[src/source/kgp_risc_pkg.sv]
package kgp_risc_pkg;

	////////////////////////////////////////////////////////////
	// Sizes
	////////////////////////////////////////////////////////////

	localparam int data_width      = 32;
	localparam int reg_addr_width  = 5;
	localparam int imem_depth      = 256;
	localparam int dmem_depth      = 256;
	localparam int mem_index_width = 8;

	// Return address register for bl
	localparam logic [reg_addr_width-1:0] link_reg = 5'd31;

	// Write address select
	localparam logic [1:0] dest_rd   = 2'd0;
	localparam logic [1:0] dest_rt   = 2'd1;
	localparam logic [1:0] dest_link = 2'd2;

	////////////////////////////////////////////////////////////
	// Opcodes and function codes
	////////////////////////////////////////////////////////////

	localparam logic [5:0] op_rtype = 6'd0;
	localparam logic [5:0] op_addi  = 6'd1;
	localparam logic [5:0] op_compi = 6'd2;
	localparam logic [5:0] op_lw    = 6'd3;
	localparam logic [5:0] op_sw    = 6'd4;
	localparam logic [5:0] op_b     = 6'd5;
	localparam logic [5:0] op_bl    = 6'd6;
	localparam logic [5:0] op_br    = 6'd7;
	localparam logic [5:0] op_bltz  = 6'd8;
	localparam logic [5:0] op_bz    = 6'd9;
	localparam logic [5:0] op_bnz   = 6'd10;
	localparam logic [5:0] op_bcy   = 6'd11;
	localparam logic [5:0] op_bncy  = 6'd12;
	localparam logic [5:0] op_halt  = 6'd63;

	localparam logic [5:0] fn_add   = 6'd0;
	localparam logic [5:0] fn_comp  = 6'd1;
	localparam logic [5:0] fn_and   = 6'd2;
	localparam logic [5:0] fn_xor   = 6'd3;
	localparam logic [5:0] fn_shll  = 6'd4;
	localparam logic [5:0] fn_shrl  = 6'd5;
	localparam logic [5:0] fn_shra  = 6'd6;
	localparam logic [5:0] fn_shllv = 6'd7;
	localparam logic [5:0] fn_shrlv = 6'd8;
	localparam logic [5:0] fn_shrav = 6'd9;

	typedef enum logic [3:0] {
		alu_add, alu_comp, alu_and, alu_xor,
		alu_shll, alu_shrl, alu_shra, alu_pass
	} alu_op_t;

	typedef enum logic [3:0] {
		br_none, br_jump, br_link, br_reg,
		br_ltz, br_zero, br_nonzero,
		br_carry, br_nocarry,
		br_halt
	} branch_kind_t;

	// One instruction word, three field layouts
	typedef union packed {
		struct packed {
			logic [5:0] opcode;
			logic [4:0] rs;
			logic [4:0] rt;
			logic [4:0] rd;
			logic [4:0] shamt;
			logic [5:0] func;
		} r;
		struct packed {
			logic [5:0]  opcode;
			logic [4:0]  rs;
			logic [4:0]  rt;
			logic [15:0] imm;
		} i;
		struct packed {
			logic [5:0]  opcode;
			logic [25:0] target;
		} j;
	} instr_t;

endpackage

[src/source/register_file.sv]
module register_file (
	input  logic                                    clk,
	input  logic                                    rst_n,
	input  logic [kgp_risc_pkg::reg_addr_width-1:0] rs_addr,
	input  logic [kgp_risc_pkg::reg_addr_width-1:0] rt_addr,
	input  logic                                    write_en,
	input  logic [kgp_risc_pkg::reg_addr_width-1:0] write_addr,
	input  logic [kgp_risc_pkg::data_width-1:0]     write_data,
	output logic [kgp_risc_pkg::data_width-1:0]     rs_data,
	output logic [kgp_risc_pkg::data_width-1:0]     rt_data
);

	localparam int reg_count = 2 ** kgp_risc_pkg::reg_addr_width;

	logic [kgp_risc_pkg::data_width-1:0] registers [reg_count];

	// All registers clear on reset, r0 included
	always_ff @(posedge clk) begin
		if (!rst_n) begin
			for (int idx = 0; idx < reg_count; idx++) begin
				registers[idx] <= '0;
			end
		end else if (write_en) begin
			registers[write_addr] <= write_data;
		end
	end

	// Read ports see the old value during a write
	assign rs_data = registers[rs_addr];
	assign rt_data = registers[rt_addr];

endmodule

[config.mk]
export PLATFORM = sky130hd
export DESIGN_NAME = register_file
export DESIGN_NICKNAME = d
export VERILOG_FILES = /design/src/source/kgp_risc_pkg.sv /design/src/source/register_file.sv
export SDC_FILE = /design/constraint.sdc
export NUM_CORES = 2
export LEC_CHECK = 0
export BUFFER_PORTS_ARGS = -buffer_cell sky130_fd_sc_hd__buf_4
export CAP_MARGIN = 20
export CELL_PAD_IN_SITES_DETAIL_PLACEMENT = 2
export CELL_PAD_IN_SITES_GLOBAL_PLACEMENT = 2
export CORE_ASPECT_RATIO = 1.5
export CORE_MARGIN = 4
export CORE_UTILIZATION = 40
export CTS_CLUSTER_SIZE = 40
export DETAILED_ROUTE_END_ITERATION = 7
export PLACE_DENSITY = 0.77
export SYNTH_ARGS = -nofsm -noshare
export SYNTH_HDL_FRONTEND = slang
export SYNTH_SLANG_ARGS = --single-unit
export TNS_END_PERCENT = 100
[constraint.sdc]
create_clock -name clk -period 3.7 [get_ports clk]
set_input_delay 0.185 -clock clk [delete_from_list [all_inputs] [get_ports clk]]
set_output_delay 0.185 -clock clk [all_outputs]
set_load 0.005 [all_outputs]
### Yosys cells after proc, flatten, opt, wreduce, memory -nomap -nowiden

Memory sizes are Yosys's and may differ from the RTL's.
Index checks and enable logic that the tools add are counted.

| word-level totals | value |
|---|---|
| flip-flop bits (word level) | 0 |
| RAM bits | 1024 |
| input bits | 50 |
| output and inout port bits | 64 |
| word-level logic and storage cells | 9 |
| memories | 1 |

Memories:

| memory | depth | width | read ports | clocked after memory_dff | wr ports | RTL line | source |
|---|---|---|---|---|---|---|---|
| registers | 32 | 32 | 2 | 0 | 32 | register_file.sv:15 | `logic [kgp_risc_pkg::data_width-1:0] registers [reg_count];` |

| operators by class | value |
|---|---|
| muxes and demuxes | 7 |
| reduce and logical (&&, ||, !) cells | 1 |

Operator list:

| operator | number |
|---|---|
| 32-bit two-way mux | 1 |
| 32-bit OR reduction | 1 |
| 1-bit two-way mux | 5 |
| 5-bit two-way mux | 1 |

### Longest topological paths before layout

| depth | value |
|---|---|
| word-level depth | 5 |
| gate-level depth with buffers | 8 |
| gate-level depth less buffers | 5 |

### Worst setup path before layout

No wires, ideal clock.

| timing path | value |
|---|---|
| path type | in2reg |
| start | in write_addr[1] (netlist name) |
| end | mem registers[24][0] (netlist name), enable pin |
| library setup time | 0.466 ns |
| arrival | 3.186 ns |
| data required time | 3.234 ns |
| setup slack | 0.048 ns |
| stages | 4 |
| buffers on the path | 2 |
| cells stage by stage | or3_1 > buf_2 > buf_2 > o21ai_0 |

RTL lines:

| item | RTL line | source |
|---|---|---|
| from (decl) | register_file.sv:7 | `input logic [kgp_risc_pkg::reg_addr_width-1:0] write_addr,` |
| to (decl) | register_file.sv:15 |  |

==> results.txt <==
----------------------------------------------------
[Yosys]
  Cells taking the most area after synthesis ... sky130_fd_sc_hd__edfxtp_1 (55%), sky130_fd_sc_hd__mux2i_1 (18%), sky130_fd_sc_hd__and2_1 (12%), sky130_fd_sc_hd__a22oi_1 (2.6%), sky130_fd_sc_hd__a22o_1 (2.0%)
  Avg Cell Area, Syn ... 12.0 µm²
  Multiplexer area fraction after synthesis ... 0.184
  Total number of yosys warnings ... 0
  Area share of and/or/nand/nor cells after synthesis ... 0.157
  Yosys cell types ... 27
  Cell taking the most area after synthesis ... sky130_fd_sc_hd__edfxtp_1
  Post-Synthesis Cell Area ... 55800 µm²
  Adder-cell share of the synthesized area ... 0
  Post-Synth XOR/XNOR Area ... 0
  Complex-gate fraction of the synthesized area ... 0.0732
  Main combinational cell family by area after synthesis ... multiplexers
  Post-synth top area share ... 0.552
  Number of instances in the synthesized netlist ... 4646
  Syn_nets ... 4696
  Synth Register Bits ... 1024
  Share of the yosys chip area belonging to registers ... 0.552

[CTS]
  Clock tree from TritonCTS ... built
  Total clock buffers created by CTS ... 104
  Number of gates given a new drive strength after cts ... 0
  Clock-pin slew reported for the worst setup and hold paths after clock tree synthesis ... 0.07 ns
  Number of clock sinks seen by CTS ... 1024
  Postcts setup bufs ... 0
  Cell at the root of the clock tree ... sky130_fd_sc_hd__clkbuf_16
  Depth of the CTS H-tree ... 3
  Longest Clk Path Bufs ... 3

[Setup path]
  Critical path's slowest cell ... sky130_fd_sc_hd__a31oi_1
  Critical path arrival ... 2.66 ns
  Category of the worst setup path capture point ... primary output
  Crit start category ... register
  Req. time, crit path ... 3.51 ns
  Largest fanout on the critical path ... 2
  Critical path start-end classification ... reg -> out
  Longest individual stage delay on the worst path ... 0.61 ns
  Ordered cell list for the critical path ... mux2i_1, a22o_1, nor3_1, a31oi_1, nand3_1, buf_4
  Critical path origin ... registers[6][24]
  Critical path endpoint ... rs_data[24]

[Die]
  Total Die Area ... 146000 µm²
  Io pins ... 114
  Standard-cell rows ... 167
  Floorplan die width ... 313 µm
  Floorplan Core Area ... 138000 µm²
  DIE HEIGHT ... 465 µm
  Starting density of the core ... 0.403

[Detailed routing]
  Total Routed Length ... 232000 µm
  DR vias/cell ... 6.26
  Routed WL per cell ... 35.1 µm
  Antenna-violating nets left ... 0
  Number of remaining DRC errors ... 0
  First-pass detailed-route iteration total ... 5
  Vias ... 41200
  Violation count after the first detailed-routing iteration ... 3761

[Layout]
  Largest register by flop count ... registers
  Layout filler cell count ... 13700
  Ratio of cells with drive above 1 in the final layout ... 0.112
  Layout-stage area growth over the synthesis result ... 13.3%
  Post-layout nets ... 4686
  Final cell utilization of the core ... 0.457
  Largest registers ... registers x1024
  Post-layout instance area ... 63200 µm²
  Max reg flops ... 1024

[Placement]
  Placed standard-cell area ... 59700 µm²
  Port Buffer Count ... 113
  Detailed placement HPWL ... 140000 µm
  Last weighted congestion value of the routability-driven placer ... 0.833

[GRT]
  GRT Util Overall ... 0.310
  Maximum number of pins on one net before global-route repair ... 68
  Global routing met1 resource utilization ... 0.368
  Final global-route overflow total ... 0
  Vias in the first global route ... 45200
  Met2 track demand over resource in global routing ... 0.532
  Wire length of the first global-routing pass ... 328000 µm
  Layer with the highest usage after global routing ... met2
  Met3 Resource Use GR ... 0.0569
  Antenna violations before repair ... 17

[Timing]
  Period utilisation layout ... 0.770
  Unrepaired setup endpoints after global routing ... false
  Final hold violation count ... 0
  Max transition margin ... 0.198
  Fmax ... 351 MHz
  Final setup fails ... 0
  Final-report max-slew violation count ... 0
  Least-Margin Pin Slew ... 1.20 ns
  Final critical path time including I/O delays and setup ... 2.85 ns
  Final-layout setup total negative slack ... 0 ns

[Status]
  Outcome ... finished, final reports clean

[Power]
  Peak supply drop ... 402 µV
  Leakage power ... 0.0244 µW
  Areal power density over the cells ... 438 nW/µm²

[Hold path]
  Type of the most critical hold path ... in -> reg
  Hold-critical path depth ... 2

[Flow run]
  Number of max-cap violations ... 0

----------------------------------------------------
## worst max-delay path: cells and delay by family (launching register included)
kind                   cells  cell delay [ns]
flip-flops                 1             0.42
AND/OR/NAND/NOR            2             0.34
buffers and inverters      1             0.21
AO/OA/AOI/OAI              2             0.78
multiplexers               1             0.19
## repair_timing
action | in CTS | in global routing
setup endpoints to repair | 0 | 0
hold endpoints to repair | 667 | 0
hold buffers | 30 | 0
## cell families after synthesis
family	Yosys count
buf+inv	455
compound gates	608
flops	1024
simple gates	1535
mux	1024
## area by class of cell
type / instances / area (µm²) / share of cell area
Sequential cell: 1024 / 30700 / 0.487
Multi-Input combinational cell: 3167 / 23700 / 0.375
Timing Repair Buffer: 339 / 3270 / 0.0517
Clock buffer: 130 / 2740 / 0.0434
Tap cell: 1859 / 2330 / 0.0368
Clock inverter: 55 / 358 / 0.00566
Antenna cell: 14 / 35.0 / 0.000554
## synth_stat cells
cell type and n:
sky130_fd_sc_hd__clkbuf_1 275, sky130_fd_sc_hd__buf_4 16, sky130_fd_sc_hd__o21ai_0 32, sky130_fd_sc_hd__nor2_4 2
sky130_fd_sc_hd__mux2i_1 1024, sky130_fd_sc_hd__nand3_1 193, sky130_fd_sc_hd__nand2b_1 4, sky130_fd_sc_hd__buf_1 23
sky130_fd_sc_hd__or2_2 2, sky130_fd_sc_hd__or3b_1 2, sky130_fd_sc_hd__clkbuf_2 15, sky130_fd_sc_hd__nor2_1 33
sky130_fd_sc_hd__nand4b_1 1, sky130_fd_sc_hd__nand3b_1 3, sky130_fd_sc_hd__buf_2 126, sky130_fd_sc_hd__nand2_1 197
sky130_fd_sc_hd__nor2_2 1, sky130_fd_sc_hd__nand4_1 1, sky130_fd_sc_hd__a22oi_1 192, sky130_fd_sc_hd__nor3_1 64
sky130_fd_sc_hd__a31oi_1 64, sky130_fd_sc_hd__a22o_1 128, sky130_fd_sc_hd__a21oi_1 192, sky130_fd_sc_hd__edfxtp_1 1024
sky130_fd_sc_hd__nor2b_1 4, sky130_fd_sc_hd__or3_1 2, sky130_fd_sc_hd__and2_1 1026
## layout by cell type (no fill, tap or decap), drive strengths merged, types with 46 or more instances in the layout
cell type and n:
nand2 197, a22o 128, nor3 64, a21oi 192, edfxtp 1024, clkbuf 130
nand3 193, a22oi 192, and2 1026, clkinv 46, a31oi 64, mux2i 1024
buf 309
## report_power, final
part           total, µW  leakage [µW]  switching, µW  internal (µW)
combinational       3650        0.0131           2400           1260
clock              10300       0.00152           4820           5440
sequential         13800       0.00974            396          13400
## worst min path at each step
stage                         from                 to  slack (ns)
detailed placement   write_data[5]   registers[13][5]        0.72
finish              write_data[28]  registers[26][28]        0.06
global placement     write_data[5]   registers[15][5]        0.71
floorplan           write_data[31]   registers[0][31]        0.38
global route        write_data[24]  registers[10][24]        0.04
CTS                 write_data[28]  registers[11][28]       0.006
## stage by stage
step / hold slack [ns] / power [µW] / setup WS, ns / cells
6_report: 0.0568 / 27700 / 0.851 / 6588
3_5_place_dp: 0.723 / 17500 / 0.708 / 6358
3_3_place_gp: 0.706 / 17400 / 0.800 / 6358
2_1_floorplan: 0.383 / 15800 / 0.0483 / 4646
5_1_grt: 0.0395 / 28500 / 0.756 / 6576
4_1_cts: 0.00593 / 27700 / 0.777 / 6573
## routing by layer
layer,wire length [µm],vias up
li1,-,17000
met1,87900,21800
met2,114000,1869
met3,16100,582
met4,13400,4
met5,27,-
Power figures use the tool's default switching activity.
