### config.mk
export PLATFORM = sky130hd
export DESIGN_NAME = instruction_decoder
export DESIGN_NICKNAME = d
export VERILOG_FILES = /design/src/source/kgp_risc_pkg.sv /design/src/source/instruction_decoder.sv
export SDC_FILE = /design/constraint.sdc
export NUM_CORES = 1
export LEC_CHECK = 0
export ABC_AREA = 1
export ABC_CLOCK_PERIOD_IN_PS = 800
export BUFFER_PORTS_ARGS = -buffer_cell sky130_fd_sc_hd__buf_2
export CAP_MARGIN = 20
export CORE_AREA = 2 2 39 41
export DETAILED_ROUTE_END_ITERATION = 12
export DIE_AREA = 0 0 41 43
export PLACE_DENSITY = 0.7
export SKIP_LAST_GASP = 1
export SYNTH_ARGS = -nofsm -noshare
export SYNTH_HDL_FRONTEND = slang
export SYNTH_SLANG_ARGS = --single-unit
### constraint.sdc
create_clock -name vclk -period 0.8
set_input_delay 0.04 -clock vclk [all_inputs]
set_output_delay 0.04 -clock vclk [all_outputs]
set_load 0.1 [all_outputs]
### src/source/kgp_risc_pkg.sv
package kgp_risc_pkg;

	////////////////////////////////////////////////////////////
	// Sizes
	////////////////////////////////////////////////////////////

	localparam int data_width      = 32;
	localparam int reg_addr_width  = 5;
	localparam int imem_depth      = 256;
	localparam int dmem_depth      = 256;
	localparam int mem_index_width = 8;

	// Return address register for bl
	localparam logic [reg_addr_width-1:0] link_reg = 5'd31;

	// Write address select
	localparam logic [1:0] dest_rd   = 2'd0;
	localparam logic [1:0] dest_rt   = 2'd1;
	localparam logic [1:0] dest_link = 2'd2;

	////////////////////////////////////////////////////////////
	// Opcodes and function codes
	////////////////////////////////////////////////////////////

	localparam logic [5:0] op_rtype = 6'd0;
	localparam logic [5:0] op_addi  = 6'd1;
	localparam logic [5:0] op_compi = 6'd2;
	localparam logic [5:0] op_lw    = 6'd3;
	localparam logic [5:0] op_sw    = 6'd4;
	localparam logic [5:0] op_b     = 6'd5;
	localparam logic [5:0] op_bl    = 6'd6;
	localparam logic [5:0] op_br    = 6'd7;
	localparam logic [5:0] op_bltz  = 6'd8;
	localparam logic [5:0] op_bz    = 6'd9;
	localparam logic [5:0] op_bnz   = 6'd10;
	localparam logic [5:0] op_bcy   = 6'd11;
	localparam logic [5:0] op_bncy  = 6'd12;
	localparam logic [5:0] op_halt  = 6'd63;

	localparam logic [5:0] fn_add   = 6'd0;
	localparam logic [5:0] fn_comp  = 6'd1;
	localparam logic [5:0] fn_and   = 6'd2;
	localparam logic [5:0] fn_xor   = 6'd3;
	localparam logic [5:0] fn_shll  = 6'd4;
	localparam logic [5:0] fn_shrl  = 6'd5;
	localparam logic [5:0] fn_shra  = 6'd6;
	localparam logic [5:0] fn_shllv = 6'd7;
	localparam logic [5:0] fn_shrlv = 6'd8;
	localparam logic [5:0] fn_shrav = 6'd9;

	typedef enum logic [3:0] {
		alu_add, alu_comp, alu_and, alu_xor,
		alu_shll, alu_shrl, alu_shra, alu_pass
	} alu_op_t;

	typedef enum logic [3:0] {
		br_none, br_jump, br_link, br_reg,
		br_ltz, br_zero, br_nonzero,
		br_carry, br_nocarry,
		br_halt
	} branch_kind_t;

	// One instruction word, three field layouts
	typedef union packed {
		struct packed {
			logic [5:0] opcode;
			logic [4:0] rs;
			logic [4:0] rt;
			logic [4:0] rd;
			logic [4:0] shamt;
			logic [5:0] func;
		} r;
		struct packed {
			logic [5:0]  opcode;
			logic [4:0]  rs;
			logic [4:0]  rt;
			logic [15:0] imm;
		} i;
		struct packed {
			logic [5:0]  opcode;
			logic [25:0] target;
		} j;
	} instr_t;

endpackage

### src/source/instruction_decoder.sv
module instruction_decoder (
	input  kgp_risc_pkg::instr_t       instr,
	output logic                       reg_write,
	output logic                       mem_write,
	output logic                       mem_to_reg,
	output logic                       alu_source,
	output logic                       shift_source,
	output logic [1:0]                 dest_sel,
	output logic                       flag_update,
	output kgp_risc_pkg::alu_op_t      alu_op,
	output kgp_risc_pkg::branch_kind_t branch_kind
);

	always_comb begin
		// Defaults describe a no-op
		reg_write    = 1'b0;
		mem_write    = 1'b0;
		mem_to_reg   = 1'b0;
		alu_source   = 1'b0;
		shift_source = 1'b0;
		dest_sel     = kgp_risc_pkg::dest_rd;
		flag_update  = 1'b0;
		alu_op       = kgp_risc_pkg::alu_pass;
		branch_kind  = kgp_risc_pkg::br_none;

		case (instr.r.opcode)
			kgp_risc_pkg::op_rtype: begin
				reg_write = 1'b1;
				case (instr.r.func)
					kgp_risc_pkg::fn_add: begin
						alu_op      = kgp_risc_pkg::alu_add;
						flag_update = 1'b1;
					end
					kgp_risc_pkg::fn_comp:  alu_op = kgp_risc_pkg::alu_comp;
					kgp_risc_pkg::fn_and:   alu_op = kgp_risc_pkg::alu_and;
					kgp_risc_pkg::fn_xor:   alu_op = kgp_risc_pkg::alu_xor;
					kgp_risc_pkg::fn_shll:  alu_op = kgp_risc_pkg::alu_shll;
					kgp_risc_pkg::fn_shrl:  alu_op = kgp_risc_pkg::alu_shrl;
					kgp_risc_pkg::fn_shra:  alu_op = kgp_risc_pkg::alu_shra;
					kgp_risc_pkg::fn_shllv: begin
						alu_op       = kgp_risc_pkg::alu_shll;
						shift_source = 1'b1;
					end
					kgp_risc_pkg::fn_shrlv: begin
						alu_op       = kgp_risc_pkg::alu_shrl;
						shift_source = 1'b1;
					end
					kgp_risc_pkg::fn_shrav: begin
						alu_op       = kgp_risc_pkg::alu_shra;
						shift_source = 1'b1;
					end
					default: reg_write = 1'b0;
				endcase
			end
			kgp_risc_pkg::op_addi: begin
				reg_write   = 1'b1;
				dest_sel    = kgp_risc_pkg::dest_rt;
				alu_source  = 1'b1;
				alu_op      = kgp_risc_pkg::alu_add;
				flag_update = 1'b1;
			end
			kgp_risc_pkg::op_compi: begin
				reg_write  = 1'b1;
				dest_sel   = kgp_risc_pkg::dest_rt;
				alu_source = 1'b1;
				alu_op     = kgp_risc_pkg::alu_comp;
			end
			kgp_risc_pkg::op_lw: begin
				reg_write  = 1'b1;
				mem_to_reg = 1'b1;
				dest_sel   = kgp_risc_pkg::dest_rt;
				alu_source = 1'b1;
				alu_op     = kgp_risc_pkg::alu_add;
			end
			kgp_risc_pkg::op_sw: begin
				mem_write  = 1'b1;
				alu_source = 1'b1;
				alu_op     = kgp_risc_pkg::alu_add;
			end
			kgp_risc_pkg::op_b:  branch_kind = kgp_risc_pkg::br_jump;
			kgp_risc_pkg::op_bl: begin
				reg_write   = 1'b1;
				dest_sel    = kgp_risc_pkg::dest_link;
				branch_kind = kgp_risc_pkg::br_link;
			end
			kgp_risc_pkg::op_br:   branch_kind = kgp_risc_pkg::br_reg;
			kgp_risc_pkg::op_bltz: branch_kind = kgp_risc_pkg::br_ltz;
			kgp_risc_pkg::op_bz:   branch_kind = kgp_risc_pkg::br_zero;
			kgp_risc_pkg::op_bnz:  branch_kind = kgp_risc_pkg::br_nonzero;
			kgp_risc_pkg::op_bcy:  branch_kind = kgp_risc_pkg::br_carry;
			kgp_risc_pkg::op_bncy: branch_kind = kgp_risc_pkg::br_nocarry;
			kgp_risc_pkg::op_halt: branch_kind = kgp_risc_pkg::br_halt;
			default: ;
		endcase
	end

	always_comb begin
		assert final (!(mem_write && reg_write))
			else $error("decoder asserts register write and store together");
	end

endmodule

Yosys cells after proc, flatten, opt, wreduce, memory -nomap -nowiden
Index checks and enable logic that the tools add are counted.
{ "totals": {"word_cells": 46, "out_inout_bits": 16, "regBits": 0, "in_bits": 32} }
{ "op_classes": {"n_eq_ne": 22, "n_mux": 13, "reduce_logical": 11} }
{ "op_table": {"columns": ["cell", "n"], "rows": [
  ["== test 6 x 3 -> 1 bit (second input constant)", 8],
  ["== test 6 x 4 -> 1 bit (second input constant)", 7],
  ["one-hot mux 4 bit (9 select lines)", 1],
  ["== test 6 x 2 -> 1 bit (second input constant)", 4],
  ["one-hot mux 3 bit (7 select lines)", 1],
  ["== test 6 x 1 -> 1 bit (second input constant)", 2],
  ["logical NOT 6 bit", 2],
  ["OR reduction 10 bit", 1],
  ["one-hot mux 3 bit (3 select lines)", 1],
  ["OR reduction 3 bit", 3],
  ["OR reduction 4 bit", 2],
  ["2-to-1 mux 1 bit", 7],
  ["== test 6 bit (second input constant)", 1],
  ["OR reduction 2 bit", 3],
  ["one-hot mux 1 bit (2 select lines)", 2],
  ["one-hot mux 2 bit (2 select lines)", 1]
]} }

Logic depth before layout (Yosys ltp)
Gate-level depths: netlist of the first run.
{ "logic_depth": {"depth_word": 4, "ltp_mapped": 7} }

Least setup slack after synthesis of the first run
Ideal clock, no wire load.
{ "synth_path": {"path_kind": "in2out", "start": "in instr[30] (netlist bit)", "end": "out branch_kind[0]", "required_ps": 760, "arrival_time_ps": 2499, "cell_stages": 5, "path_buffers": 0, "path_slack_ps": -1739, "cell_sequence": "nor2_4 > nand3_1 > nand2_1 > inv_1 > o21ai_0"} }
{ "synth_via": {"elab_chain_cells": 2, "word_cells_on_any_way": 10} }
{ "synth_rtl": {"columns": ["item", "line", "text"], "rows": [
  ["from (decl)", "instruction_decoder.sv:2", "input kgp_risc_pkg::instr_t instr,"],
  ["== test 6 bit, or another cell as far along", "instruction_decoder.sv:26", "case (instr.r.opcode)"],
  ["one-hot mux 4 bit (9 select lines) (*)", "instruction_decoder.sv:26", null],
  ["to (decl)", "instruction_decoder.sv:11", "output kgp_risc_pkg::branch_kind_t branch_kind"]
]} }
Every way passes the cells marked *; elsewhere a longest branch is shown, timed or not.

Worst setup path in the final report of the first run
{ "layout_path": {"start": "in instr[31] (netlist bit)", "end": "out alu_source"} }
{ "layout_via": {"elab_chain_cells": 3, "word_cells_on_any_way": 6} }
{ "layout_rtl": {"columns": ["item", "line", "text"], "rows": [
  ["== test 6 x 3 -> 1 bit, or another cell as far along", "instruction_decoder.sv:26", null],
  ["OR reduction 4 bit (no line) (*)", null, null],
  ["2-to-1 mux 1 bit (*)", "instruction_decoder.sv:26", null],
  ["to (decl)", "instruction_decoder.sv:6", "output logic alu_source,"]
]} }
Marked as above.

==> results of run 1 <==
==> worst max path at each step <==
stage               from    endpoint  slack [ns]  cells past startpoint
2_1_floorplan  instr[30]   reg_write       -0.47                      5
3_3_place_gp   instr[30]   alu_op[0]       -0.28                      8
3_5_place_dp   instr[30]   alu_op[0]       -0.32                      8
4_1_cts        instr[31]   alu_op[0]       -0.27                      8
5_1_grt        instr[31]  alu_source       -0.38                      7
6_report       instr[31]  alu_source       -0.35                      7
==> synth_stat cells <==
| cell | count |
|---|---|
| nand2_1 | 20 |
| inv_1 | 12 |
| nor2_1 | 10 |
| nand3_1 | 7 |
| o21ai_0 | 4 |
| nand4_1 | 3 |
| a21oi_1 | 2 |
| nor2_4 | 2 |
| buf_4 | 1 |
| conb_1 | 1 |
| inv_2 | 1 |
| nand3_4 | 1 |
| nor2_2 | 1 |
| o21ai_1 | 1 |
| or2_0 | 1 |
==> stage by stage <==
step	total power [W]	hold slack (ns)
after detailed placement	0.000476	0.576
after global routing	0.000560	0.543
after CTS	0.000503	0.537
final	0.000538	0.534
after global placement	0.000464	0.562
after floorplan	0.000268	0.286
==> timing repair <==
item	CTS	global route
hold buffers	0	0
resized for setup	13	10
setup buffers	2	2
setup endpoints to repair	15	15
pin swaps	8	4
cloned	0	0
==> area by class of cell <==
class	instances	area (sq um)	area share
Timing Repair Buffer	53	589	0.530
Multi-Input combinational cell	53	445	0.401
Inverter	13	56.3	0.0507
Tap cell	16	20.0	0.0180
==> cells by family after synthesis <==
kind of cell / share of synthesized area
buf+inv: 0.179
other cells: 0.0119
compound gates: 0.112
simple gates: 0.697
==> per-layer routing <==
layer / global-route usage / routed length, um
met3: 0.0262 / 135
met1: 0.247 / 655
met4: 0.0200 / 74
met5: 0 / 0
met2: 0.447 / 1110
==> power groups by stage <==
stage | Sequential (W) | Clock [W] | Combinational (W)
2_1_floorplan | 0 | 0 | 0.000268
3_3_place_gp | 0 | 0 | 0.000464
3_5_place_dp | 0 | 0 | 0.000476
4_1_cts | 0 | 0 | 0.000503
5_1_grt | 0 | 0 | 0.000560
6_report | 0 | 0 | 0.000538
==> layout by cell type, fill, tap and decap left out, types with 3 or more instances in the layout <==
| master | instances |
|---|---|
| nand3_2 | 3 |
| o21ai_4 | 4 |
| nand4_1 | 3 |
| buf_6 | 5 |
| buf_2 | 9 |
| nor2_4 | 9 |
| nand2_2 | 5 |
| buf_4 | 23 |
| inv_1 | 8 |
| nand2_1 | 11 |
| buf_12 | 15 |
| nand3_1 | 4 |
| nor2_1 | 3 |
| inv_2 | 3 |
==> flow_summary.yaml, run 1 <==
outcome:
  outcome: "finished with violations"
  violations: "setup timing"
placement:
  pre_cts_ws_ns: -0.325
  portBuffers: 27
  placedCellCount: 131
  place_area_sq_um: 995
  hpwlAfterDp_mm: 1.30
  place.gp.congestion: 0.755
sta:
  rsz0062_at_grt: "yes"
  fin_crit_sh: 1.44
  timing.final.ws_setup_ns: -0.350
  finalHoldViolCount: 0
  setup_violations: 15
  max_freq_mhz: 870
  slew_viol_final: 0
  min_period_ns: 1.15
  tns_ns: -4.00
layout:
  clkbuf_count: 0
  seq_area_sq_um: 0
  instances_no_fill: 135
  area_growth_pct: 254
  fillers: 71
  fin_util: 0.803
  drive_above_1_share: 0.731
  design.seq.count: 0
  diodes: 0
  final_cell_area_sq_mm: 0.00111
  nets: 153
global_route:
  overflow: 0
  grt_pass1_wl_mm: 2.85
  antenna_found_initial: 0
  track_usage: 0.229
  grt_max_degree: 6
  grt_pass1_vias: 659
routing:
  drc: 0
  postRouteAntennaNets: 0
  post_drt_wl_per_cell_um: 14.6
  drtIter0Drc: 11
  routed_wl_mm: 1.98
  vias: 644
  vias_per_cell: 4.77
  drt_pass1_iterations: 4
pwr:
  intPower_w: 0.000206
  leakage_nw: 0.495
  pwr-share-seq: 0
  power_switching_w: 0.000331
  power_frac_comb: 1.000
  clkPwrFrac: 0
  pwr_density_cell_mw_per_mm2: 484
  vdd_ir_drop_max_v: 0.000360
  p_sw_frac: 0.616
hold_path:
  holdPathEnd: "branch_kind[3]"
  hp-class: "in2out"
  hold_path_depth: 4
  hold_start: "instr[30]"
floorplan:
  io_pins: 48
  die_h_um: 43
  core_sq_mm: 0.00138
  die_x_um: 41
  initial_core_util: 0.227
  core.rowCount: 14
  dieArea_sq_mm: 0.00176
setup_path:
  crit_type: "in2out"
  cp-end-kind: "output pin"
  cp_top_family: "buffers and inverters"
  required_ns: 0.76
  crit_path_cell_trace: "buf_8 > nor2_4 > nand4_1 > buf_4 > buf_6 > o21ai_4 > buf_12"
  crit_slowest_cell: "buf_4"
  cp_num_buf_inv: 4
  cp-start-kind: "primary input"
  cp.arrival_ns: 1.11
  cpPeakStageDelay_ns: 0.20
  worstPathMaxFanout: 5
yosys:
  yosys.area.top_type: "nand2_1"
  synthTopCellsByArea: "nand2_1 24%, inv_1 14%, nor2_1 12%"
  synthCells: 67
  syn_nets: 99
  yosys_warnings: 0
  synth_top_area_share: 0.239
  synth.cell_area_sq_um: 314
  ys_seq_area_frac: 0
  ys_types: 15
  syn-mean-instance-area_sq_um: 4.69
job:
  max-cap-violations: 0
Power figures use the tool's default switching activity.
==> run 2: changes to the inputs <==
Settings changed: CORE_AREA 2 2 39 41 to 3 3 40 42, DIE_AREA 0 0 41 43 to 0 0 43 45, PLACE_DENSITY 0.7 to 0.68.
==> run 2 against run 1 <==
Against the previous run:
- total power decreased by 4.2%
- highest routed layer unchanged
- critical path type unchanged
- sequential share of layout area is the same
- the flow still finishes with violations (setup timing)
- combinational power decreased by 4.3%
==> flow_summary.yaml, run 2 (synthesis results as in run 1) <==
outcome:
  outcome: "finished with violations"
  violations: "setup timing"
floorplan:
  dieArea_sq_mm: 0.00194
  core.rowCount: 13
  core_sq_mm: 0.00128
  die_x_um: 43
  die_h_um: 45
  io_pins: 48
  initial_core_util: 0.244
setup_path:
  cp_num_buf_inv: 4
  crit_slowest_cell: "buf_12"
  crit_path_cell_trace: "buf_6 > nor2_4 > buf_6 > nand4_1 > nand2_2 > nand2_2 > inv_4 > nand2_8 > buf_12"
  cp.arrival_ns: 1.06
  endpoint: "alu_op[0]"
  cp_top_family: "simple AND/OR/NAND/NOR gates"
  cpPeakStageDelay_ns: 0.16
  required_ns: 0.76
  cp-start-kind: "primary input"
  crit_type: "in2out"
  worstPathMaxFanout: 3
  cp-end-kind: "output pin"
  cp.depth: 9
  critPathLaunch: "instr[30]"
pwr:
  power_switching_w: 0.000317
  leakage_nw: 0.465
  pwr_density_cell_mw_per_mm2: 485
  clkPwrFrac: 0
  power_frac_comb: 1.000
  vdd_ir_drop_max_v: 0.000342
  p_sw_frac: 0.616
  pwr-share-seq: 0
  intPower_w: 0.000198
layout:
  drive_above_1_share: 0.713
  final_cell_area_sq_mm: 0.00106
  fin_util: 0.827
  area_growth_pct: 238
  final_common_cell: "buf_4"
  final_cell_mix: "18 x buf_4, 15 x buf_12, 12 x nand2_1, 9 x buf_2, 8 x nor2_4"
  clkbuf_count: 0
  seq_area_sq_um: 0
  design.seq.count: 0
  diodes: 0
  nets: 149
routing:
  drc: 0
  post_drt_wl_per_cell_um: 13.4
  drtIter0Drc: 3
  postRouteAntennaNets: 0
  vias: 620
  vias_per_cell: 4.77
  routed_wl_mm: 1.74
  drt_pass1_iterations: 5
placement:
  place_area_sq_um: 978
  place.gp.congestion: 0.782
  hpwlAfterDp_mm: 1.23
  portBuffers: 27
sta:
  slew_viol_final: 0
  rsz0062_at_grt: "yes"
  setup_violations: 15
  finalHoldViolCount: 0
  fin_crit_sh: 1.37
  timing.final.ws_setup_ns: -0.300
  min_period_ns: 1.10
  max_freq_mhz: 909
global_route:
  antenna_found_initial: 0
  top_usage_layer: "met2"
  track_usage: 0.165
  use_met2: 0.350
  grt_pass1_wl_mm: 2.56
  met1_usage: 0.169
  grt_pass1_vias: 626
  overflow: 0
  grt_max_degree: 6
  met3_usage: 0.0239
hold_path:
  hp-class: "in2out"
job:
  max-cap-violations: 0
-- run 2: through the flow --
stage / total power, W / hold slack (ns) / setup TNS (ns) / std cells / setup WS [ns]
2_1_floorplan: 0.000268 / 0.286 / -3.69 / 67 / -0.468
3_3_place_gp: 0.000458 / 0.522 / -2.86 / 128 / -0.284
3_5_place_dp: 0.000467 / 0.526 / -3.14 / 128 / -0.313
4_1_cts: 0.000491 / 0.526 / -2.90 / 130 / -0.272
5_1_grt: 0.000537 / 0.566 / -4.22 / 130 / -0.355
6_report: 0.000515 / 0.537 / -3.37 / 130 / -0.300
-- run 2: how the worst min path moves through the flow --
stage	depth (start not counted)	from	to
after floorplan	2	instr[28]	dest_sel[1]
after global placement	4	instr[26]	flag_update
after detailed placement	4	instr[26]	flag_update
after CTS	4	instr[26]	flag_update
after global routing	4	instr[26]	flag_update
final	4	instr[26]	flag_update
-- run 2: final cells by class --
cell class,instances,area [sq um]
repair buffers,49,559
fillers,75,223
inverters,13,61.3
well taps,15,18.8
multi-input cells,53,423
-- run 2: what timing repair did --
action	in CTS	in global routing
setup endpoints to repair	15	15
setup buffers	2	0
hold buffers	0	0
resized for setup	9	12
pin swaps	7	6
-- run 2: power by group through the flow --
stage | Sequential (W) | Clock, W | Combinational, W
global placement | 0 | 0 | 0.000458
finish | 0 | 0 | 0.000515
floorplan | 0 | 0 | 0.000268
CTS | 0 | 0 | 0.000491
global route | 0 | 0 | 0.000537
detailed placement | 0 | 0 | 0.000467
-- run 2: metal layers --
layer,part of all wire,vias up
met5,0,-
met4,0.025,0
met3,0.061,4
met2,0.57,24
met1,0.34,287
li1,-,305
