<file path="config.mk">
export PLATFORM = sky130hd
export DESIGN_NAME = branch_unit
export DESIGN_NICKNAME = d
export VERILOG_FILES = /design/src/source/kgp_risc_pkg.sv /design/src/source/branch_unit.sv
export SDC_FILE = /design/constraint.sdc
export NUM_CORES = 1
export LEC_CHECK = 0
export BUFFER_PORTS_ARGS = -buffer_cell sky130_fd_sc_hd__buf_2
export CORE_ASPECT_RATIO = 1.4
export CORE_MARGIN = 2
export CORE_UTILIZATION = 52
export CTS_BUF_LIST = sky130_fd_sc_hd__clkbuf_16
export DETAILED_ROUTE_END_ITERATION = 8
export PLACE_DENSITY = 0.83
export SLEW_MARGIN = 20
export SYNTH_ARGS = -nofsm -noshare
export SYNTH_HDL_FRONTEND = slang
export SYNTH_SLANG_ARGS = --single-unit
</file>
<file path="constraint.sdc">
create_clock -name clk -period 4.8 [get_ports clk]
set_input_delay 0.72 -clock clk [delete_from_list [all_inputs] [get_ports clk]]
set_output_delay 0.72 -clock clk [all_outputs]
set_load 0.005 [all_outputs]
</file>
<file path="src/source/kgp_risc_pkg.sv">
package kgp_risc_pkg;

	////////////////////////////////////////////////////////////
	// Sizes
	////////////////////////////////////////////////////////////

	localparam int data_width      = 32;
	localparam int reg_addr_width  = 5;
	localparam int imem_depth      = 256;
	localparam int dmem_depth      = 256;
	localparam int mem_index_width = 8;

	// Return address register for bl
	localparam logic [reg_addr_width-1:0] link_reg = 5'd31;

	// Write address select
	localparam logic [1:0] dest_rd   = 2'd0;
	localparam logic [1:0] dest_rt   = 2'd1;
	localparam logic [1:0] dest_link = 2'd2;

	////////////////////////////////////////////////////////////
	// Opcodes and function codes
	////////////////////////////////////////////////////////////

	localparam logic [5:0] op_rtype = 6'd0;
	localparam logic [5:0] op_addi  = 6'd1;
	localparam logic [5:0] op_compi = 6'd2;
	localparam logic [5:0] op_lw    = 6'd3;
	localparam logic [5:0] op_sw    = 6'd4;
	localparam logic [5:0] op_b     = 6'd5;
	localparam logic [5:0] op_bl    = 6'd6;
	localparam logic [5:0] op_br    = 6'd7;
	localparam logic [5:0] op_bltz  = 6'd8;
	localparam logic [5:0] op_bz    = 6'd9;
	localparam logic [5:0] op_bnz   = 6'd10;
	localparam logic [5:0] op_bcy   = 6'd11;
	localparam logic [5:0] op_bncy  = 6'd12;
	localparam logic [5:0] op_halt  = 6'd63;

	localparam logic [5:0] fn_add   = 6'd0;
	localparam logic [5:0] fn_comp  = 6'd1;
	localparam logic [5:0] fn_and   = 6'd2;
	localparam logic [5:0] fn_xor   = 6'd3;
	localparam logic [5:0] fn_shll  = 6'd4;
	localparam logic [5:0] fn_shrl  = 6'd5;
	localparam logic [5:0] fn_shra  = 6'd6;
	localparam logic [5:0] fn_shllv = 6'd7;
	localparam logic [5:0] fn_shrlv = 6'd8;
	localparam logic [5:0] fn_shrav = 6'd9;

	typedef enum logic [3:0] {
		alu_add, alu_comp, alu_and, alu_xor,
		alu_shll, alu_shrl, alu_shra, alu_pass
	} alu_op_t;

	typedef enum logic [3:0] {
		br_none, br_jump, br_link, br_reg,
		br_ltz, br_zero, br_nonzero,
		br_carry, br_nocarry,
		br_halt
	} branch_kind_t;

	// One instruction word, three field layouts
	typedef union packed {
		struct packed {
			logic [5:0] opcode;
			logic [4:0] rs;
			logic [4:0] rt;
			logic [4:0] rd;
			logic [4:0] shamt;
			logic [5:0] func;
		} r;
		struct packed {
			logic [5:0]  opcode;
			logic [4:0]  rs;
			logic [4:0]  rt;
			logic [15:0] imm;
		} i;
		struct packed {
			logic [5:0]  opcode;
			logic [25:0] target;
		} j;
	} instr_t;

endpackage

</file>
<file path="src/source/branch_unit.sv">
module branch_unit (
	input  logic                                clk,
	input  logic                                rst_n,
	input  kgp_risc_pkg::branch_kind_t          kind,
	input  logic [15:0]                         imm,
	input  logic [25:0]                         target,
	input  logic [kgp_risc_pkg::data_width-1:0] rs_data,
	input  logic                                carry_in,
	input  logic                                zero,
	input  logic                                sign,
	input  logic                                flag_update,
	output logic [kgp_risc_pkg::data_width-1:0] pc,
	output logic [kgp_risc_pkg::data_width-1:0] link_pc,
	output logic                                halted
);

	logic                                carry_q;
	logic [kgp_risc_pkg::data_width-1:0] offset;
	logic [kgp_risc_pkg::data_width-1:0] relative_pc;
	logic [kgp_risc_pkg::data_width-1:0] jump_pc;
	logic [kgp_risc_pkg::data_width-1:0] next_pc;

	////////////////////////////////////////////////////////////
	// Candidate addresses
	////////////////////////////////////////////////////////////

	assign link_pc     = pc + 32'd4;
	assign offset      = {{(kgp_risc_pkg::data_width-18){imm[15]}}, imm, 2'b00};
	assign relative_pc = link_pc + offset;
	assign jump_pc     = {{(kgp_risc_pkg::data_width-28){1'b0}}, target, 2'b00};

	// Zero and sign come from the alu passing rs through
	always_comb begin
		case (kind)
			kgp_risc_pkg::br_jump,
			kgp_risc_pkg::br_link:    next_pc = jump_pc;
			kgp_risc_pkg::br_reg:     next_pc = rs_data;
			kgp_risc_pkg::br_ltz:     next_pc = sign ? relative_pc : link_pc;
			kgp_risc_pkg::br_zero:    next_pc = zero ? relative_pc : link_pc;
			kgp_risc_pkg::br_nonzero: next_pc = zero ? link_pc : relative_pc;
			kgp_risc_pkg::br_carry:   next_pc = carry_q ? relative_pc : link_pc;
			kgp_risc_pkg::br_nocarry: next_pc = carry_q ? link_pc : relative_pc;
			kgp_risc_pkg::br_halt:    next_pc = pc;
			default:                  next_pc = link_pc;
		endcase
	end

	////////////////////////////////////////////////////////////
	// State, frozen once halted
	////////////////////////////////////////////////////////////

	always_ff @(posedge clk) begin
		if (!rst_n) begin
			pc      <= '0;
			carry_q <= 1'b0;
			halted  <= 1'b0;
		end else if (!halted) begin
			pc <= next_pc;
			if (flag_update) begin
				carry_q <= carry_in;
			end
			if (kind == kgp_risc_pkg::br_halt) begin
				halted <= 1'b1;
			end
		end
	end

	assert property (@(posedge clk) disable iff (!rst_n) pc[1:0] == 2'b00)
		else $error("pc lost word alignment");

endmodule

</file>
Word-level counts from Yosys, hierarchy flattened. Cells that the tools add are included.

Bits in registers: 34. Input bits: 84.

Add/sub/neg operators: 2. Equal/unequal tests: 9. Muxes and demuxes: 8. Bitwise logic cells: 2. Reductions and logical operators: 3.

Operator list (number): case mux 32 bit (8 select lines) (1); 2-to-1 mux 32 bit (5); adder 32 x 3 -> 32 bit, second input constant (1); adder 32 bit (1); equality test 4 x 3 -> 1 bit, second input constant (4); equality test 4 x 2 -> 1 bit, second input constant (2); equality test 4 bit, second input constant (2); equality test 4 x 1 -> 1 bit, second input constant (1); AND reduction 2 bit (2); 2-to-1 mux 1 bit (2); NOT 1 bit (2); OR reduction 2 bit (1).

Depth between registers and ports, before layout. Gate-level depths: netlist of run 1.

Word-level depth: 4. Mapped depth: 16. Depth with buffers taken out: 15.

Least setup slack after synthesis of run 1. OpenSTA, ideal clock, no wires.

Path kind: flip-flop to flip-flop. From: register pc[2] in the netlist's numbering. To: register pc[31] in the netlist's numbering. Data arrival time: 3.367 ns. Data required time: 4.669 ns. Setup slack: 1.302 ns. Stages on the path, launching flop included: 16. Buffers on the path: 1. Clock period less this slack: 3.498 ns. Path through: dfxtp_1 ha_1 and4_1 and2_1 nand3_1 xnor2_1 ha_1 buf_2 a21oi_1 o21ai_1 a221o_1 a2111oi_2 or3_1 a21oi_1 o31ai_1 o211ai_1.

Cells in the longest elaborated chain, start to end: 4. Elaborated cells between the ends (all ways): 8.

Ends and longest elaborated chain: from (decl) (line branch_unit.sv:12) `output logic [kgp_risc_pkg::data_width-1:0] pc,`; from (signal assigned) (line branch_unit.sv:58) `pc <= next_pc;`; adder 32 x 3 -> 32 bit * (line branch_unit.sv:27) `assign link_pc = pc + 32'd4;`; via link_pc, one bit (line branch_unit.sv:13) `output logic [kgp_risc_pkg::data_width-1:0] link_pc,`; adder 32 bit * (line branch_unit.sv:29) `assign relative_pc = link_pc + offset;`; 2-to-1 mux 32 bit, on equally long branches; case mux 32 bit (8 select lines) * (line branch_unit.sv:34) `case (kind)`.

The timed path passes the listed nets; every way through them passes the cells marked *. A chain may end at the register's enable or synchronous reset.

Final worst setup path of run 1.
From: register pc[2] in the netlist's numbering. To: register pc[31] in the netlist's numbering.

Cells in the longest elaborated chain, start to end: 4. Elaborated cells between the ends (all ways): 8.

Ends and longest elaborated chain (line): adder 32 x 3 -> 32 bit * (branch_unit.sv:27); adder 32 bit (branch_unit.sv:29); 2-to-1 mux 32 bit, on equally long branches; case mux 32 bit (8 select lines) * (branch_unit.sv:34).

Mark *: on every way between the ends. The rest lies on a longest branch, timed or not.

==> results_dict.tcl, run 1 <==
set metrics [dict create \
    die_x_um 80.7 \
    yosysSeqAreaShare 0.159 \
    synth_top_area_cell "dfxtp_1" \
    min_period_ns 3.95 \
    timing.setup.tns_ns 0 \
    drt-total-wl_um 14800 \
    fp-row-count 39 \
    netlist_area_um2 4280 \
    yosysUniqueCellTypes 71 \
    cts_buffers 5 \
    drc 0 \
    power.density_nw_per_um2 253 \
    cts.sinks 34 \
    path_cells "ha_1 -> and3_1 -> nand3_1 -> xnor2_1 -> ha_1 -> a21oi_1 -> o21ai_1 -> a221o_1 -> a2111oi_2 -> or3_1 -> a21oi_1 -> o31ai_1 -> o211ai_1" \
    grt_use_total 0.325 \
    cts_tree "done" \
    fill_cells 744 \
    initial_utilization 0.529 \
    io_pins 149 \
    yosys_warnings 0 \
    grt_setup_unrepaired "false" \
    clock.fmax_ghz 0.253 \
    postCtsResizedCells 0 \
    clkTransAtPathRegs_ns 0.05 \
    topRoutingLayerUsed "met4" \
    die_area_um2 8990 \
    status "finished clean" \
    avgSynthCellArea_um2 7.54 \
    place_hpwl_um 11200 \
    critical-path-top-delay-family "compound AO/OA/AOI/OAI gates" \
    relSlewSlack 0.284 \
    wl_met3_um 1060 \
    synth_nets 688 \
    crit_required_ns 4.96 \
    worstSetupPathType "register to register" \
    postRouteAntennaNets 0 \
    synthToLayoutAreaGrowth_pct 21.4 \
    viasPerCell 6.42 \
    worstPathMaxFanout 7 \
    post-cts-setup-buffers 0 \
    drtIter0Drc 290 \
    yosys.area.top_type_share 0.159 \
    cap_violations 0 \
    critPathLaunchType "register" \
    synthArstFlopShare 0 \
    wl_met1_um 5760 \
    overflow 0 \
    cts_buffer_depth 2 \
    vdd_drop_max_v 0.000163 \
    min_path_type "register to register" \
    grt_pass1_vias 4987 \
    die_y_um 111 \
    core_area_um2 8100 \
    io_buffers 148 \
    cp_slowest_cell "dfxtp_1" \
    fin_crit_sh 0.822 \
    grt_pass1_wl_um 23400 \
    fin_nets 817 \
    skew_ns 0.00671 \
    clockRootBuffer "clkbuf_16" \
    layout_commonest_cell "buf_2" \
    num_vias 5132 \
    cts_hold_repair.buffers 0 \
    grt_max_degree 33 \
    antenna_found_initial 0 \
    drive_gt1_frac 0.265 \
    ys.flop_type "dfxtp_1" \
    slew_violations 0 \
    wire_per_inst_um 18.5 \
    synth.area.top_cells "dfxtp_1, ha_1, xnor2_1, o21ai_0, a21oi_1" \
    tightestPinTransition_ns 1.07 \
    finalNonFillerCells 800 \
    critical_path_buf_inv_count 0 \
    final_cell_mix "buf_2, nor2_1, o21ai_0" \
    clock_latency_ns 0.29 \
    cp-end-kind "register" \
    post-place-cells 792 \
    worstPathArrival_ns 4.11 \
    met2RoutedLength_um 7440 \
    ys_seq_elements 34 \
    setup_viol 0 \
    slowest_delay_ns 0.44 \
    syn-instance-count 568 \
    htree_levels 2 \
    gp_congestion 0.999 \
    power.static_leakage_nw 2.47 \
    num_antenna_cells 0 \
    hold_viol 0 \
    synth_edf_count 0 \
    dr.pass1.iters 5 \
]
## worst paths after layout
kind | from | to | slack, ns | cells after the start
setup / recovery | pc[2]$_SDFFE_PN0P_ | pc[31]$_SDFFE_PN0P_ | 0.85 | 13
hold / removal | pc[0]$_SDFFE_PN0P_ | pc[0]$_SDFFE_PN0P_ | 0.50 | 2
setup reg to reg | pc[2]$_SDFFE_PN0P_ | pc[31]$_SDFFE_PN0P_ | 0.85 | 13
hold reg to reg | pc[0]$_SDFFE_PN0P_ | pc[0]$_SDFFE_PN0P_ | 0.50 | 2
## worst min-delay path: stages, from the launching register on
cell and delay (ns):
dfxtp_1 0.31, nand2b_1 0.06, a21boi_0 0.07
## Yosys cell counts (7+ instances only)
cell / number
a21o_1: 14
a21oi_1: 42
a221o_1: 13
a221oi_1: 19
a31oi_1: 11
and3_1: 11
buf_2: 8
clkbuf_1: 19
dfxtp_1: 34
ha_1: 35
inv_1: 16
nand2_1: 40
nand3_1: 22
nor2_1: 46
nor2b_1: 9
nor3_1: 12
o211ai_1: 9
o21ai_0: 45
o21ai_1: 8
o31ai_1: 7
xnor2_1: 30
xor2_1: 14
## area by class of cell
class,count,area (um2),share of cell area
well taps,102,128,0.0245
repair buffers,152,771,0.148
inverters,16,60.1,0.0115
multi-input cells,488,3430,0.658
clock buffers,5,125,0.0241
flip-flops and latches,34,681,0.131
clock inverters,3,12.5,0.00241
## where the power goes
part	switching, mW	internal [mW]
clock	0.134	0.188
combinational	0.357	0.276
sequential	0.0495	0.314
## sequential cells by signal, indices dropped and copies added, names as in the netlist
register  flops
pc           32
halted        1
carry_q       1
## layer usage
layer | up-vias | GRT usage
met2 | 239 | 0.570
met5 | - | 0
met4 | 0 | 0.156
met3 | 49 | 0.0429
met1 | 2400 | 0.382
li1 | 2444 | -
## per-stage QoR
step	hold WS, ns	worst slack [ns]	utilization	instance area, um2	total power, mW
2_1_floorplan	0.484	1.30	-	4280	0.780
3_3_place_gp	0.475	1.07	0.625	5060	0.970
5_1_grt	0.545	0.496	0.642	5200	1.40
3_5_place_dp	0.497	0.956	0.625	5060	0.987
6_report	0.497	0.853	0.642	5200	1.32
4_1_cts	0.505	0.918	0.642	5200	1.31
## kinds of logic after synthesis
| kind of cell | after synthesis | share of synthesized area |
|---|---|---|
| flip-flops | 34 | 0.159 |
| AND/OR/NAND/NOR | 185 | 0.228 |
| AO/OA/AOI/OAI | 219 | 0.360 |
| buffers and inverters | 46 | 0.0453 |
| multiplexers | 3 | 0.00701 |
| adder cells (fa/ha/maj) | 36 | 0.107 |
| XOR/XNOR | 45 | 0.0938 |
Power figures use the tool's default switching activity.
==> run 2: changes to the inputs <==
- ABC_AREA: unset -> 1
- CORE_UTILIZATION: 52 -> 55
- clock period: 4.8 -> 3.9 ns (I/O delays scaled with it)
==> run 2 against run 1 <==
Against the previous run:
- non-clock buffer count grew 8
- hold slack got worse by 0.013 ns
- utilization is 3.3 points higher
- critical path depth is 5 higher
- highest routed layer unchanged
- critical endpoint is now pc[22]$_SDFFE_PN0P_
- largest power group unchanged
==> results_dict.tcl, run 2 <==
set metrics [dict create \
    power_mw 1.70 \
    clock_latency_ns 0.28 \
    antenna_found_initial 0 \
    skew_ns 0.00964 \
    critPathLaunchType "register" \
    die_x_um 87.6 \
    yosys_warnings 0 \
    cts.sinks 34 \
    worstPathMaxFanout 5 \
    wire_per_inst_um 16.8 \
    clockRootBuffer "clkbuf_16" \
    slew_violations 0 \
    grt_setup_unrepaired "false" \
    fin_nets 1236 \
    cts_tree "done" \
    netlist_area_um2 5380 \
    core_area_um2 9460 \
    num_vias 7073 \
    drtIter0Drc 556 \
    postCtsResizedCells 0 \
    seq_area_um2 681 \
    fin_crit_sh 0.935 \
    final_cell_mix "nand2_1, buf_2, inv_1" \
    seqPwrFrac 0.253 \
    vdd_drop_max_v 0.000222 \
    yosysSeqAreaShare 0.127 \
    grt_pass1_wl_um 31200 \
    clkTransAtPathRegs_ns 0.05 \
    relSlewSlack 0.356 \
    min_path_type "register to register" \
    synth_common_cells "nand2_1, inv_1, nand3_1" \
    synth_nets 1089 \
    drc 0 \
    fp-row-count 42 \
    min_period_ns 3.65 \
    sw_frac_of_total 0.453 \
    largest_register_ffs 32 \
    drt-total-wl_um 20600 \
    p_int_mw 0.929 \
    synth_top_area_cell "nand2_1" \
    cap_violations 0 \
    fill_cells 982 \
    switchingPower_mw 0.769 \
    synth.area.top_cells "nand2_1, dfxtp_1, inv_1, nand3_1, ha_1" \
    dr.pass1.iters 6 \
    post-place-cells 1219 \
    power.static_leakage_nw 3.48 \
    tightestPinTransition_ns 0.963 \
    clock.fmax_ghz 0.274 \
    yosysUniqueCellTypes 51 \
    place_hpwl_um 17100 \
    syn-instance-count 969 \
    initial_utilization 0.568 \
    cts_buffer_depth 2 \
    drive_gt1_frac 0.192 \
    synth_edf_count 0 \
    hold_viol 0 \
    die_y_um 121 \
    reg_top3 "pc x32, carry_q x1, halted x1" \
    crit_required_ns 4.07 \
    yosys.area.top_type_share 0.224 \
    postRouteAntennaNets 0 \
    worstSetupPathType "register to register" \
    timing.setup.tns_ns 0 \
    power.density_nw_per_um2 266 \
    setup_viol 0 \
    ys_seq_elements 34 \
    viasPerCell 5.76 \
    finalNonFillerCells 1227 \
    status "finished clean" \
    p_clk_frac 0.221 \
    layout_commonest_cell "nand2_1" \
    htree_levels 2 \
    avgSynthCellArea_um2 5.55 \
    synthToLayoutAreaGrowth_pct 18.8 \
    combPwrFrac 0.526 \
    ys.flop_type "dfxtp_1" \
    num_antenna_cells 0 \
    worstPathArrival_ns 3.82 \
    yosysMostFrequentCell "nand2_1" \
    grt_use_total 0.381 \
    multiInputGateArea_um2 4110 \
    grt_pass1_vias 6423 \
    regMostFlops "pc" \
    grt_max_degree 29 \
    cts_buffers 5 \
    die_area_um2 10600 \
    overflow 0 \
    cp-end-kind "register" \
    synthArstFlopShare 0 \
    cts_hold_repair.buffers 0 \
    gp_congestion 0.998 \
    io_buffers 148 \
    io_pins 149 \
    post-cts-setup-buffers 0 \
]
==> run 2: changes by cell type in the layout (fill, tap and decap cells not counted), moves of 9 or more <==
cell / before / now
nor2b_1: 9 / 0
xnor2_1: 30 / 4
o21ai_0: 45 / 27
nand3_1: 22 / 89
nor2_1: 46 / 84
inv_1: 17 / 125
a21o_1: 14 / 1
a221o_1: 13 / 0
nand2_1: 40 / 321
and3_1: 11 / 2
a31oi_1: 10 / 1
nor3_1: 10 / 23
a221oi_1: 19 / 7
a21oi_1: 42 / 65
==> run 2: cells by family (layout without fill, tap and decap cells) <==
kind of cell	after synthesis	count (layout)	share of synthesized area
adder cells (fa/ha/maj)	36	36	0.0852
buffers and inverters	151	299	0.109
AO/OA/AOI/OAI	153	153	0.169
XOR/XNOR	23	23	0.0417
AND/OR/NAND/NOR	572	572	0.468
flip-flops	34	34	0.127
==> run 2: layout make-up <==
type,instances,share of cell area
multi-input combinational,784,0.643
timing repair buffer,160,0.130
sequential,34,0.107
inverter,131,0.0770
tap,110,0.0216
clock buffer,5,0.0196
clock inverter,3,0.00196
==> run 2: power by group through the flow <==
stage               logic, mW  clock network [mW]  registers (mW)
floorplan               0.555                   0           0.429
global placement        0.873                   0           0.433
detailed placement      0.874                   0           0.435
CTS                     0.879               0.373           0.428
global route            0.983               0.395           0.434
finish                  0.893               0.375           0.430
==> run 2: path summary, 6_finish.rpt <==
check,startpoint,endpoint,slack (ns),cells past startpoint
setup / recovery,pc[3]$_SDFFE_PN0P_,pc[22]$_SDFFE_PN0P_,0.25,18
hold / removal,pc[10]$_SDFFE_PN0P_,pc[10]$_SDFFE_PN0P_,0.48,2
setup reg to reg,pc[3]$_SDFFE_PN0P_,pc[22]$_SDFFE_PN0P_,0.25,18
hold reg to reg,pc[10]$_SDFFE_PN0P_,pc[10]$_SDFFE_PN0P_,0.48,2
==> run 2: routing by layer <==
layer	track usage	vias up	share of wire
li1	-	3465	-
met1	0.408	3133	0.36
met2	0.670	382	0.49
met3	0.0510	93	0.068
met4	0.266	0	0.081
met5	0	-	0
==> run 2: per-stage QoR <==
step | hold slack, ns | setup slack (ns) | utilization | instance area [um2]
floorplan | 0.473 | 0.990 | - | 5380
global placement | 0.470 | 0.339 | 0.660 | 6250
detailed placement | 0.483 | 0.304 | 0.660 | 6250
CTS | 0.489 | 0.231 | 0.675 | 6380
global route | 0.499 | 0.00155 | 0.675 | 6380
finish | 0.484 | 0.252 | 0.675 | 6380
==> run 2: critical path: stages, from the launching register on <==
cell and delay [ns]:
dfxtp_1 0.39, ha_1 0.32, nand2_2 0.13, nor3_4 0.37, nand3_1 0.18, xor2_1 0.42, ha_1 0.37, nand2_1 0.12
inv_1 0.06, nand2_1 0.06, nand2_1 0.06, a21oi_1 0.30, nand4_1 0.27, nand3_1 0.17, nand2_1 0.06, nor2_1 0.10
nand3_1 0.07, nand2_1 0.06, nand2_1 0.04
